`config.mk`:
```
export PLATFORM = sky130hd
export DESIGN_NAME = bp_frontend_top
export DESIGN_NICKNAME = d
export VERILOG_FILES = /design/src/design/bp_pkg.sv /design/src/design/bht_if.sv /design/src/design/branch_decode.sv /design/src/design/bht_table.sv /design/src/design/branch_predictor.sv /design/src/design/fetch_pc.sv /design/src/design/bp_frontend_top.sv
export VERILOG_INCLUDE_DIRS = /design/src
export SDC_FILE = /design/constraint.sdc
export NUM_CORES = 1
export LEC_CHECK = 0
export BUFFER_PORTS_ARGS = -buffer_cell sky130_fd_sc_hd__buf_4
export CAP_MARGIN = 10
export CORE_MARGIN = 4
export CORE_UTILIZATION = 54
export DETAILED_ROUTE_END_ITERATION = 10
export PLACE_DENSITY = 0.77
export SYNTH_ARGS = -nofsm -noshare
export SYNTH_HDL_FRONTEND = slang
export SYNTH_SLANG_ARGS = --single-unit
```
`constraint.sdc`:
```
create_clock -name clk -period 3.6 [get_ports clk]
set_input_delay 0.54 -clock clk [delete_from_list [all_inputs] [get_ports clk]]
set_output_delay 0.54 -clock clk [all_outputs]
set_load 0.1 [all_outputs]
```
`src/bp_config.svh`:
```
/*
 * branch prediction front end configuration
 * widths, counter table geometry and reset PC
 */
`ifndef BP_CONFIG_SVH
`define BP_CONFIG_SVH

// -------------------- datapath widths
`define BP_ADDR_WIDTH 32            // fetch PC and targets
`define BP_INST_WIDTH 32            // RV32 instruction word

// -------------------- counter table
`define BP_CNT_WIDTH  2             // 2-bit saturating counter
`define BP_ENTRIES    64            // counters in the table
`define BP_IDX_WIDTH  6             // index = pc[7:2]

// -------------------- fetch
`define BP_RESET_PC   32'h0000_1000 // first fetch address

`endif

```
`src/design/bp_pkg.sv`:
```
/*
 * branch prediction package
 * shared vector types and the named counter states
 */
`include "bp_config.svh"

package bp_pkg;

    // --------------------
    // vector types
    // --------------------
    typedef logic [`BP_ADDR_WIDTH-1:0] addr_t;    // pc or target
    typedef logic [`BP_INST_WIDTH-1:0] inst_t;    // fetched word
    typedef logic [`BP_IDX_WIDTH-1:0]  bht_idx_t; // table index
    typedef logic [`BP_CNT_WIDTH-1:0]  bht_cnt_t; // counter value

    // --------------------
    // counter states
    // --------------------
    // upper bit = taken direction, lower bit = weak/strong within side
    localparam bht_cnt_t CNT_STRONG_NT = 2'b00;
    localparam bht_cnt_t CNT_WEAK_NT   = 2'b01; // reset value
    localparam bht_cnt_t CNT_WEAK_T    = 2'b10;
    localparam bht_cnt_t CNT_STRONG_T  = 2'b11;

endpackage

```
`src/design/bht_if.sv`:
```
/*
 * counter table bus
 * combinational read port plus a one-strobe update port
 * between the predictor and the counter table
 */
`timescale 1ns/1ps

interface bht_if import bp_pkg::*; ();

    // read side where rd_cnt follows rd_idx in the same cycle
    bht_idx_t rd_idx;
    bht_cnt_t rd_cnt;

    // update side sampled at the rising edge
    logic     upd_valid;  // plain strobe without ack
    bht_idx_t upd_idx;
    logic     upd_taken;  // resolved direction

    // predictor side
    modport predictor (
        output rd_idx,
        input  rd_cnt,
        output upd_valid,
        output upd_idx,
        output upd_taken
    );

    // storage side
    modport tbl (
        input  rd_idx,
        output rd_cnt,
        input  upd_valid,
        input  upd_idx,
        input  upd_taken
    );

endinterface

```
`src/design/branch_decode.sv`:
```
/*
 * branch decoder
 * spots conditional branches and JAL, rebuilds their
 * immediates and forms the static target address
 */
`timescale 1ns/1ps

module branch_decode import bp_pkg::*; (
    input  inst_t inst_i,      // fetched word
    input  addr_t pc_i,        // address of inst_i
    output logic  is_branch_o, // beq/bne/blt/...
    output logic  is_jal_o,
    output logic  backward_o,  // negative B offset
    output addr_t target_o
);

    localparam logic [6:0] OPC_BRANCH = 7'b1100011;
    localparam logic [6:0] OPC_JAL    = 7'b1101111;

    logic [6:0]  opcode;
    logic [12:0] imm_b_raw; // B-type offset incl. bit 0
    logic [20:0] imm_j_raw; // J-type offset incl. bit 0
    addr_t       imm_b;
    addr_t       imm_j;

    // --------------------
    // classification
    // --------------------
    assign opcode      = inst_i[6:0];
    assign is_branch_o = (opcode == OPC_BRANCH);
    assign is_jal_o    = (opcode == OPC_JAL);

    // --------------------
    // immediates
    // --------------------
    // B imm[12|10:5] sits in 31:25 and imm[4:1|11] in 11:7
    assign imm_b_raw = {inst_i[31], inst_i[7], inst_i[30:25], inst_i[11:8], 1'b0};

    // J imm[20|10:1|11|19:12] sits in 31:12
    assign imm_j_raw = {inst_i[31], inst_i[19:12], inst_i[20], inst_i[30:21], 1'b0};

    // sign extend up to the pc width
    assign imm_b = addr_t'($signed(imm_b_raw));
    assign imm_j = addr_t'($signed(imm_j_raw));

    assign backward_o = imm_b_raw[12]; // sign bit of the B offset

    // --------------------
    // target
    // --------------------
    always_comb begin
        target_o = pc_i + addr_t'(4); // fall-through by default
        if (is_branch_o) begin
            target_o = pc_i + imm_b;
        end else if (is_jal_o) begin
            target_o = pc_i + imm_j;
        end
        // jalr and everything else keep pc + 4
    end

endmodule

```
`src/design/bht_table.sv`:
```
/*
 * branch history table
 * 64 two-bit saturating counters, combinational read,
 * synchronous saturating update on the update strobe
 */
`timescale 1ns/1ps
`include "bp_config.svh"

module bht_table import bp_pkg::*; (
    input logic clk,
    input logic rst_n,
    bht_if.tbl  bht     // read + update port
);

    bht_cnt_t cnt_q [`BP_ENTRIES]; // counter array
    bht_cnt_t upd_cur;              // counter being trained
    bht_cnt_t upd_nxt;              // its next value

    // --------------------
    // read port
    // --------------------
    // a same-cycle write to this index is not forwarded so the old value is seen
    assign bht.rd_cnt = cnt_q[bht.rd_idx];

    // --------------------
    // saturating step
    // --------------------
    assign upd_cur = cnt_q[bht.upd_idx];

    always_comb begin
        upd_nxt = upd_cur;
        if (bht.upd_taken) begin
            // move up and stick at strong taken
            case (upd_cur)
                CNT_STRONG_NT: upd_nxt = CNT_WEAK_NT;
                CNT_WEAK_NT:   upd_nxt = CNT_WEAK_T;
                CNT_WEAK_T:    upd_nxt = CNT_STRONG_T;
                default:       upd_nxt = CNT_STRONG_T;
            endcase
        end else begin
            // move down and stick at strong not-taken
            case (upd_cur)
                CNT_STRONG_T:  upd_nxt = CNT_WEAK_T;
                CNT_WEAK_T:    upd_nxt = CNT_WEAK_NT;
                CNT_WEAK_NT:   upd_nxt = CNT_STRONG_NT;
                default:       upd_nxt = CNT_STRONG_NT;
            endcase
        end
    end

    // --------------------
    // storage
    // --------------------
    always_ff @(posedge clk or negedge rst_n) begin
        if (!rst_n) begin
            for (int i = 0; i < `BP_ENTRIES; i++) begin
                cnt_q[i] <= CNT_WEAK_NT; // no history yet
            end
        end else if (bht.upd_valid) begin
            cnt_q[bht.upd_idx] <= upd_nxt;
        end
    end

endmodule

```
`src/design/branch_predictor.sv`:
```
/*
 * branch predictor
 * combines decode results with the table counter into
 * the taken flag and target, and drives table updates
 */
`timescale 1ns/1ps
`include "bp_config.svh"

module branch_predictor import bp_pkg::*; (
    input  inst_t        inst_i,
    input  logic         inst_valid_i,
    input  addr_t        pc_i,          // current fetch pc
    input  logic         stall_i,
    input  logic         upd_valid_i,   // resolved outcome from execute
    input  addr_t        upd_pc_i,
    input  logic         upd_taken_i,
    output logic         pred_taken_o,
    output addr_t        pred_target_o,
    output logic         pred_branch_o, // taken conditional branch only
    bht_if.predictor     bht
);

    logic     is_branch;
    logic     is_jal;
    logic     backward;
    bht_cnt_t cnt;
    logic     br_taken;  // direction for a conditional branch
    logic     fire;      // prediction allowed this cycle

    branch_decode u_decode (
        .inst_i      (inst_i),
        .pc_i        (pc_i),
        .is_branch_o (is_branch),
        .is_jal_o    (is_jal),
        .backward_o  (backward),
        .target_o    (pred_target_o)
    );

    // -------------------- table access
    assign bht.rd_idx    = pc_i[`BP_IDX_WIDTH+1:2];     // word aligned pc
    assign bht.upd_valid = upd_valid_i;
    assign bht.upd_idx   = upd_pc_i[`BP_IDX_WIDTH+1:2];
    assign bht.upd_taken = upd_taken_i;
    assign cnt           = bht.rd_cnt;

    // -------------------- direction
    // taken side of the counter, or weak not-taken on a backward branch
    assign br_taken = cnt[`BP_CNT_WIDTH-1] | (cnt[0] & backward);

    assign fire = inst_valid_i & ~stall_i;

    assign pred_taken_o  = fire & ((is_branch & br_taken) | is_jal); // jal always taken
    assign pred_branch_o = fire & is_branch & br_taken;

endmodule

```
`src/design/fetch_pc.sv`:
```
/*
 * fetch PC register
 * next pc by priority: redirect, predicted target,
 * stall hold, then sequential pc + 4
 */
`timescale 1ns/1ps
`include "bp_config.svh"

module fetch_pc import bp_pkg::*; (
    input  logic  clk,
    input  logic  rst_n,
    input  logic  stall_i,
    input  logic  pred_taken_i,  // already gated by stall
    input  addr_t pred_target_i,
    input  logic  redirect_i,    // mispredict from execute
    input  addr_t redirect_pc_i,
    output addr_t pc_o
);

    addr_t pc_q;
    addr_t pc_nxt;

    // -------------------- next pc
    always_comb begin
        if (redirect_i) begin
            pc_nxt = redirect_pc_i;        // wins even in a stall
        end else if (pred_taken_i) begin
            pc_nxt = pred_target_i;
        end else if (stall_i) begin
            pc_nxt = pc_q;                 // hold
        end else begin
            pc_nxt = pc_q + addr_t'(4);
        end
    end

    // -------------------- register
    always_ff @(posedge clk or negedge rst_n) begin
        if (!rst_n) begin
            pc_q <= `BP_RESET_PC;
        end else begin
            pc_q <= pc_nxt;
        end
    end

    assign pc_o = pc_q;

endmodule

```
`src/design/bp_frontend_top.sv`:
```
/*
 * branch prediction front end
 * fetch pc register, predictor and counter table
 * joined over the table bus, plain ports outside
 */
`timescale 1ns/1ps

module bp_frontend_top import bp_pkg::*; (
    input  logic  clk,
    input  logic  rst_n,

    // -------------------- fetch side
    input  inst_t inst_i,        // word fetched at pc_o
    input  logic  inst_valid_i,
    input  logic  stall_i,       // freezes the front end

    // -------------------- execute side
    input  logic  upd_valid_i,   // resolved branch outcome
    input  addr_t upd_pc_i,
    input  logic  upd_taken_i,
    input  logic  redirect_i,    // one-cycle mispredict pulse
    input  addr_t redirect_pc_i,

    // -------------------- prediction
    output addr_t pc_o,
    output logic  pred_taken_o,
    output addr_t pred_target_o,
    output logic  pred_branch_o
);

    bht_if bht_bus ();  // predictor <-> table

    fetch_pc u_fetch_pc (
        .clk           (clk),
        .rst_n         (rst_n),
        .stall_i       (stall_i),
        .pred_taken_i  (pred_taken_o),  // prediction steers the pc
        .pred_target_i (pred_target_o),
        .redirect_i    (redirect_i),
        .redirect_pc_i (redirect_pc_i),
        .pc_o          (pc_o)
    );

    branch_predictor u_predictor (
        .inst_i        (inst_i),
        .inst_valid_i  (inst_valid_i),
        .pc_i          (pc_o),          // current fetch address
        .stall_i       (stall_i),
        .upd_valid_i   (upd_valid_i),
        .upd_pc_i      (upd_pc_i),
        .upd_taken_i   (upd_taken_i),
        .pred_taken_o  (pred_taken_o),
        .pred_target_o (pred_target_o),
        .pred_branch_o (pred_branch_o),
        .bht           (bht_bus.predictor)
    );

    bht_table u_bht (
        .clk   (clk),
        .rst_n (rst_n),
        .bht   (bht_bus.tbl)
    );

endmodule

```
Yosys cells after proc, flatten, opt, wreduce, memory -nomap -nowiden:

Index checks and enable logic that the tools add are counted.

* add/subtract/negate cells: 3
* order comparisons: 3
* equal/unequal tests: 6
* muxes and demuxes: 17
* bitwise operators: 11
* reduce and logical (&&, ||, !) cells: 2

Operator list (count)
* 32-bit two-way mux: 5
* 128-bit bitwise mux: 1
* 32-bit adder: 2
* 32-bit by 3-bit adder with 32-bit output (second input constant): 1
* 2-bit binary-select mux with 6-bit select: 2
* 7-bit == test (second input constant): 2
* 7-bit greater-or-equal comparator (second input constant): 2
* 6-bit NOT with 7-bit output: 2
* 2-bit demux with 6-bit select: 1
* 2-bit two-way mux: 6
* 2-bit one-hot mux with 2 select lines: 2
* 7-bit by 1-bit less-than comparator with 1-bit output (second input constant): 1
* 1-bit bitwise AND: 6
* 2-bit == test (second input constant): 2
* 3-bit by 1-bit != test with 1-bit output (second input constant): 1
* 2-bit by 1-bit == test with 1-bit output (second input constant): 1
* 2-bit zero test: 1
* 1-bit OR: 2
* 1-bit logical AND: 1
* 1-bit NOT: 1

* register bits: 160
* input bits: 103
* output and inout port bits: 66
* logic and storage cells: 107

Depth between registers and ports, before layout:

Gate-level depths: netlist (run 1).

* word-level depth: 11
* gate-level depth with buffers: 14

Modules after synthesis:

From an unflattened synthesis (run 1), not the netlist that was laid out.

* cell total of the unflattened synthesis: 1561
* area, all modules: 13459.2 um^2

By module, submodules not included
* bht_table: instances 1, cells an instance 674, area an instance 7208.2 um^2, sequential area each 3283.1 um^2
* branch_decode: instances 1, cells an instance 588, area an instance 3807.4 um^2, sequential area each 0.0 um^2
* fetch_pc: instances 1, cells an instance 280, area an instance 2294.7 um^2, sequential area each 802.0 um^2
* branch_predictor: instances 1, cells an instance 19, area an instance 148.9 um^2, sequential area each 0.0 um^2

Worst setup path before layout (run 1):

No wires, ideal clock.

* kind: register -> register
* start: register u_fetch_pc.pc_q[2] (netlist: u_fetch_pc.pc_o[2])
* end: register u_fetch_pc.pc_q[23] (netlist: u_fetch_pc.pc_o[23])
* library setup time: 0.095 ns
* arrival: 7.377 ns
* data required time: 3.505 ns
* setup slack: -3.872 ns
* stages on the path, launching flop included: 14
* path buffers: 2
* path through: dfrtp_1 -> buf_4 -> buf_2 -> inv_1 -> fa_1 -> nand2b_1 -> a21oi_1 -> o2111ai_1 -> a21oi_1 -> o2111ai_1 -> nor2b_1 -> o311ai_0 -> o21ai_0 -> o21ai_0

RTL lines
* start, declared: line fetch_pc.sv:20 `addr_t pc_q;`
* start signal, assigned: line fetch_pc.sv:39 `` pc_q <= `BP_RESET_PC; ``
* start signal, assigned: line fetch_pc.sv:41 `pc_q <= pc_nxt;`
* 32-bit by 3-bit adder with 32-bit output or 32-bit adder (tied branches): line branch_decode.sv:52, branch_decode.sv:56
* 32-bit two-way mux: line branch_decode.sv:55 `end else if (is_jal_o) begin`
* 32-bit two-way mux (*): line branch_decode.sv:53 `if (is_branch_o) begin`
* via pred_target_o[23]: line bp_frontend_top.sv:27 `output addr_t pred_target_o,`
* 32-bit two-way mux (*): line fetch_pc.sv:27 `end else if (pred_taken_i) begin`
* 32-bit two-way mux (*): line fetch_pc.sv:25 `if (redirect_i) begin`

The timed path passes the listed nets; every way through them passes the cells marked *. The select of a mux whose other input is x is not followed.
A chain may end at the register's enable or synchronous reset.

Worst setup path in the final report (run 1):

* start: register u_fetch_pc.pc_q[6] (netlist: u_fetch_pc.pc_o[6])
* end: output port pred_target_o[28]

* longest elaborated chain between the ends: 3

Ends and longest elaborated chain (line)
* 32-bit by 3-bit adder with 32-bit output or 32-bit adder (tied branches): branch_decode.sv:52, branch_decode.sv:56
* 32-bit two-way mux: branch_decode.sv:55
* 32-bit two-way mux (*): branch_decode.sv:53
* end, declared: bp_frontend_top.sv:27

Every way passes the cells marked *; elsewhere a longest branch is shown, timed or not.

==> results of run 1 <==
## per-layer routing
metal  part of all wire, %  up-vias  wire, um
li1                      -     6002         -
met2                    46     1059     23290
met1                    37     6666     18830
met5                     0        -         0
met3                    10      308      5125
met4                   6.5        0      3268
## logic make-up (layout without fill, tap and decap cells)
kind of cell / count (synthesis) / in the layout
multiplexers: 192 / 192
AND/OR/NAND/NOR: 446 / 446
flip-flops: 160 / 160
XOR/XNOR: 56 / 56
buffers and inverters: 134 / 426
AO/OA/AOI/OAI: 401 / 401
adder cells (fa/ha/maj): 48 / 48
## path summary, 6_finish.rpt
check / startpoint / to / slack [ns] / depth (start not counted)
max in group asynchronous: rst_n / u_bht.cnt_q[38]$_DFFE_PN1P_ / 2.48 / 2
hold / removal: rst_n / u_bht.cnt_q[11]$_DFFE_PN0P_ / 0.18 / 1
setup reg to reg: u_fetch_pc.pc_o[2]$_DFFE_PN0P_ / u_fetch_pc.pc_o[18]$_DFFE_PN0P_ / 0.14 / 21
min in group clk: redirect_pc_i[25] / u_fetch_pc.pc_o[25]$_DFFE_PN0P_ / 0.30 / 3
hold reg to reg: u_bht.cnt_q[71]$_DFFE_PN0P_ / u_bht.cnt_q[71]$_DFFE_PN0P_ / 0.54 / 1
setup / recovery: u_fetch_pc.pc_o[6]$_DFFE_PN0P_ / pred_target_o[28] / -0.34 / 11
## worst max-delay path, stage by stage, from the launching register on
cell and delay [ns]:
dfrtp_4 0.50, ha_4 0.31, nand2_4 0.06, nor4b_4 0.36, a221oi_2 0.13, buf_4 0.17, nor4_4 0.17, nor2_2 0.08
a311oi_4 0.43, mux2_4 0.35, a21oi_4 0.19, buf_12 0.20
## sequential cells by signal, summed over array words and instances (netlist names)
signal           flops
u_bht.cnt_q        128
u_fetch_pc.pc_o     32
## cells in the mapped netlist (all sizes together), types with 30 or more instances
| master | n | area, sq um |
|---|---|---|
| o21ai | 72 | 360.3 |
| ha | 44 | 550.5 |
| mux2 | 137 | 1543 |
| dfrtp | 95 | 2377 |
| nand3 | 33 | 165.2 |
| nand2 | 138 | 518.0 |
| nor3 | 33 | 175.2 |
| clkbuf | 60 | 226.5 |
| a21oi | 80 | 400.4 |
| xnor2 | 30 | 262.8 |
| buf | 46 | 347.8 |
| a22oi | 64 | 480.5 |
| dfstp | 65 | 1708 |
| nor2 | 111 | 416.7 |
## repair_timing
item                       in CTS  in global routing
setup endpoints to repair      25                 27
gates cloned                    0                  3
setup buffers                  31                 21
resized for setup             130                 63
hold buffers                    0                  0
pin swaps                      60                 53
## report_power, final
group / switching [uW] / internal, uW / leakage [uW] / total, uW
sequential: 185 / 2060 / 0.00191 / 2240
combinational: 1990 / 1340 / 0.00552 / 3340
clock: 987 / 959 / 0.000299 / 1950
total: 3170 / 4360 / 0.00772 / 7520
## final cells by class
class | count | area (sq um)
Multi-Input combinational cell | 1143 | 9495
Fill cell | 1585 | 5620
Sequential cell | 160 | 4154
Timing Repair Buffer | 366 | 3337
Clock buffer | 17 | 425.4
Tap cell | 319 | 399.1
Clock inverter | 15 | 207.7
Inverter | 28 | 113.9
## metrics by stage
step / setup slack [ns] / util (%) / area (sq um)
after detailed placement: -0.3056 / 68.08 / 16170
after global routing: -0.4295 / 76.34 / 18130
final: -0.3399 / 76.34 / 18130
after CTS: -0.3504 / 74.15 / 17610
after global placement: -0.2626 / 68.08 / 16170
after floorplan: -0.3541 / - / 13850
==> results.sh, run 1 <==
export IMPL_leakage_uw=0.007724
export IMPL_synth_fp_nets=1586
export IMPL_slew_headroom_pct=41.11
export IMPL_setup_viol=20
export IMPL_cp_max_fo=4
export IMPL_slew_violations=0
export IMPL_drive_gt1_share_pct=46.62
export IMPL_power_density_nw_per_um2=414.9
export IMPL_met3_usage_pct=7.187
export IMPL_cts_tree="done"
export IMPL_die_y_um=164.4
export IMPL_dieArea_sq_um=27030
export IMPL_vias=14040
export IMPL_power_uw=7523
export IMPL_drtIter0Drc=1964
export IMPL_use_met2_pct=59.23
export IMPL_synth_edf_count=0
export IMPL_die_w_um=164.4
export IMPL_first_pass_iters=9
export IMPL_cts_buffer_depth=2
export IMPL_gr_usage_all_layers_pct=35.42
export IMPL_yosysSeqAreaShare_pct=30.92
export IMPL_cts_root_buf="clkbuf_16"
export IMPL_ios=169
export IMPL_syn_instance_count=1437
export IMPL_grt_max_degree=87
export IMPL_finalWeightedCongestion=0.9641
export IMPL_async_reset_ff_share_pct=100.0
export IMPL_antenna_found_initial=0
export IMPL_tightestPinTransition_ns=0.8823
export IMPL_overflow=0
export IMPL_mostFrequentLayoutCells="buf_4, nand2_1, mux2_2"
export IMPL_ys_flop_type="dfrtp_1"
export IMPL_ys_types=81
export IMPL_avgSynthCellArea_sq_um=9.193
export IMPL_fin_crit_sh_pct=109.4
export IMPL_violations="setup timing"
export IMPL_ys_ff_latch=160
export IMPL_synthSimpleGateAreaFrac_pct=16.44
export IMPL_run_status="finished, violations left"
export IMPL_grt_pass1_vias=13820
export IMPL_synth_top_family_by_area="compound AO/OA/AOI/OAI gates"
export IMPL_netlist_area_sq_um=13210
export IMPL_clock_fmax_mhz=253.8
export IMPL_initial_core_util_pct=55.62
export IMPL_core_sq_um=23750
export IMPL_grt_pass1_wl_um=75230
export IMPL_path_class="reg2out"
export IMPL_dp_cells=1965
export IMPL_finalWirelength_um=50510
export IMPL_synth_compound_gate_area_share_pct=20.83
export IMPL_postRouteAntennaNets=0
export IMPL_fin_hold_ws_ns=0.1763
export IMPL_finClkSkew_ns=0.01877
export IMPL_use_met1_pct=44.03
export IMPL_remaining_drc_errors=0
export IMPL_start_kind="flip-flop"
export IMPL_synth_xor_area_share_pct=3.713
export IMPL_cts_sinks=160
export IMPL_critPathRequiredTime_ns=3.06
export IMPL_grt_busiest_layer="met2"
export IMPL_num_antenna_cells=0
export IMPL_yosys_warnings=0
export IMPL_period_needed_ns=3.940
export IMPL_fin_tns_setup_ns=-4.485
export IMPL_numCtsBuffers=17
export IMPL_min_path_type="in2async"
export IMPL_numPortBuffers=142
export IMPL_vias_per_cell=6.853
export IMPL_synth_mux_area_share_pct=18.31
export IMPL_area_growth_pct=37.26
export IMPL_layout_commonest_cell="buf_4"
export IMPL_finalNonFillerCells=2048
export IMPL_drv_cap=0
export IMPL_rsz0062_at_grt="yes"
export IMPL_end_kind="primary output"
export IMPL_ir_worst_vdd_v=0.0002809
export IMPL_cp_arrival_ns=3.40
export IMPL_finalHoldViolations=0
export IMPL_wl_per_cell_um=24.67
export IMPL_cts_max_level=4
export IMPL_hpwl_um=34000
export IMPL_nets=1865
export IMPL_clock_latency_ns=0.45
export IMPL_setup_slack_ns=-0.3399
export IMPL_path_clk_slew_ns=0.08
export IMPL_synth_adder_area_share_pct=4.641
export IMPL_rows=56
(Power assumes the default switching activity.)
==> run 2: changes to the inputs <==
- CORE_MARGIN: 4 -> default
==> results.sh, run 2 (synthesis results as in run 1) <==
export IMPL_clock_latency_ns=0.45
export IMPL_nets=1850
export IMPL_run_status="finished, violations left"
export IMPL_drv_cap=0
export IMPL_clock_fmax_mhz=253.6
export IMPL_layout_commonest_cell="buf_4"
export IMPL_seq_area_sq_um=4154
export IMPL_core_sq_um=23750
export IMPL_overflow=0
export IMPL_cts_sinks=160
export IMPL_start_kind="flip-flop"
export IMPL_cts_tree="done"
export IMPL_crit_path_max_incr_delay_ns=0.50
export IMPL_vias=13950
export IMPL_rows=56
export IMPL_tightestPinTransition_ns=0.9715
export IMPL_gr_usage_all_layers_pct=39.72
export IMPL_wl_per_cell_um=24.71
export IMPL_cts_root_buf="clkbuf_16"
export IMPL_finalWeightedCongestion=0.9689
export IMPL_cp_num_buf_inv=2
export IMPL_cp_slowest_cell="dfrtp_4"
export IMPL_fin_tns_setup_ns=-4.756
export IMPL_cp_top_family="compound AO/OA/AOI/OAI gates"
export IMPL_power_density_nw_per_um2=421.8
export IMPL_finClkSkew_ns=0.01894
export IMPL_cts_buffer_depth=2
export IMPL_min_path_type="in2async"
export IMPL_grt_max_degree=81
export IMPL_setup_slack_ns=-0.3426
export IMPL_path_class="reg2out"
export IMPL_grt_pass1_wl_um=75760
export IMPL_drtIter0Drc=1543
export IMPL_regMostFlops="u_bht.cnt_q"
export IMPL_multi_input_area_sq_um=9593
export IMPL_first_pass_iters=9
export IMPL_numCtsBuffers=17
export IMPL_mostFrequentLayoutCells="buf_4, nand2_1, mux2_2"
export IMPL_end_kind="primary output"
export IMPL_fin_crit_sh_pct=109.5
export IMPL_ir_worst_vdd_v=0.0002826
export IMPL_ios=169
export IMPL_largest_reg_flops=128
export IMPL_antenna_found_initial=0
export IMPL_numPortBuffers=142
export IMPL_die_w_um=158.4
export IMPL_fill_cells=1553
export IMPL_cp_arrival_ns=3.40
export IMPL_postRouteAntennaNets=0
export IMPL_finalWirelength_um=50260
export IMPL_finalHoldViolations=0
export IMPL_cts_max_level=4
export IMPL_grt_pass1_vias=13870
export IMPL_period_needed_ns=3.943
export IMPL_violations="setup timing"
export IMPL_vias_per_cell=6.857
export IMPL_remaining_drc_errors=0
export IMPL_critPathRequiredTime_ns=3.06
export IMPL_area_growth_pct=36.88
export IMPL_slew_headroom_pct=34.88
export IMPL_path_clk_slew_ns=0.09
export IMPL_leakage_uw=0.007670
export IMPL_worstPathCellList="ha_4, nand2_2, nor4b_4, a221oi_4, buf_4, nor4_4, nor2_2, a311oi_4, mux2_4, a21oi_4, buf_12"
export IMPL_rsz0062_at_grt="yes"
export IMPL_setup_viol=19
export IMPL_dieArea_sq_um=25090
export IMPL_drive_gt1_share_pct=46.97
export IMPL_initial_core_util_pct=55.62
export IMPL_hpwl_um=33330
export IMPL_slew_violations=0
export IMPL_cp_max_fo=3
export IMPL_die_y_um=158.4
export IMPL_finalNonFillerCells=2034
export IMPL_dp_cells=1965
==> run 2: area by class of cell <==
type                            count  area share, %
Antenna cell                        1        0.01384
Clock buffer                       17          2.353
Clock inverter                     15          1.252
Inverter                           28         0.6297
Multi-Input combinational cell   1143          53.05
Sequential cell                   160          22.97
Tap cell                          319          2.207
Timing Repair Buffer              351          17.52
==> run 2: worst paths after layout <==
kind                       cells past startpoint                      startpoint                              end  slack, ns
setup reg to reg                              16  u_fetch_pc.pc_o[2]$_DFFE_PN0P_  u_fetch_pc.pc_o[15]$_DFFE_PN0P_          0
min in group clk                               3               redirect_pc_i[22]  u_fetch_pc.pc_o[22]$_DFFE_PN0P_       0.30
hold / removal                                 1                           rst_n      u_bht.cnt_q[77]$_DFFE_PN0P_       0.14
max in group asynchronous                      3                           rst_n     u_bht.cnt_q[124]$_DFFE_PN1P_       2.40
setup / recovery                              11  u_fetch_pc.pc_o[7]$_DFFE_PN0P_                pred_target_o[28]      -0.34
hold reg to reg                                1  u_fetch_pc.pc_o[0]$_DFFE_PN0P_   u_fetch_pc.pc_o[0]$_DFFE_PN0P_       0.54
==> run 2: what timing repair did <==
action / CTS / global route
pin swaps: 32 / 45
endpoints found under the hold margin: 0 / 0
buffers inserted: 19 / 17
endpoints found under the setup margin: 24 / 25
gates cloned: 3 / 0
resized for setup: 137 / 70
hold buffers: 0 / 0
==> run 2: worst register-to-register path, cell delays in order (launching register included) <==
cell and delay [ns]:
dfrtp_4 0.54, buf_6 0.15, buf_8 0.13, buf_12 0.15, buf_6 0.13, mux4_2 0.46, a22o_1 0.25, nor2_2 0.15
a31oi_4 0.13, o2bb2ai_2 0.19, a21o_2 0.20, buf_4 0.11, buf_4 0.12, buf_4 0.24, nand2_1 0.10, o21a_1 0.12
a221o_1 0.32
==> run 2: report_power, final <==
part,internal [uW],switching (uW),total (uW),leakage [uW]
sequential,2060,189,2240,0.00191
combinational,1330,2020,3340,0.00545
clock,993,1050,2040,0.000316
total,4370,3250,7630,0.00767
==> run 2: per-stage QoR <==
stage / worst slack, ns / hold WS, ns / cell area [sq um] / util (%) / total power (uW)
after floorplan: -0.3541 / 0.2444 / 13850 / - / 4209
after global placement: -0.2375 / 0.5114 / 16150 / 68.00 / 5063
after detailed placement: -0.2894 / 0.5174 / 16150 / 68.00 / 5124
after CTS: -0.2828 / 0.1596 / 17670 / 74.38 / 7393
after global routing: -0.4328 / 0.2003 / 18080 / 76.12 / 7865
final: -0.3426 / 0.1365 / 18080 / 76.13 / 7627
==> run 2: layer usage <==
layer	GRT usage [%]	part of all wire, %
met1	49.12	37
met2	64.45	47
met3	7.376	10
met4	24.04	5.9
met5	0	0
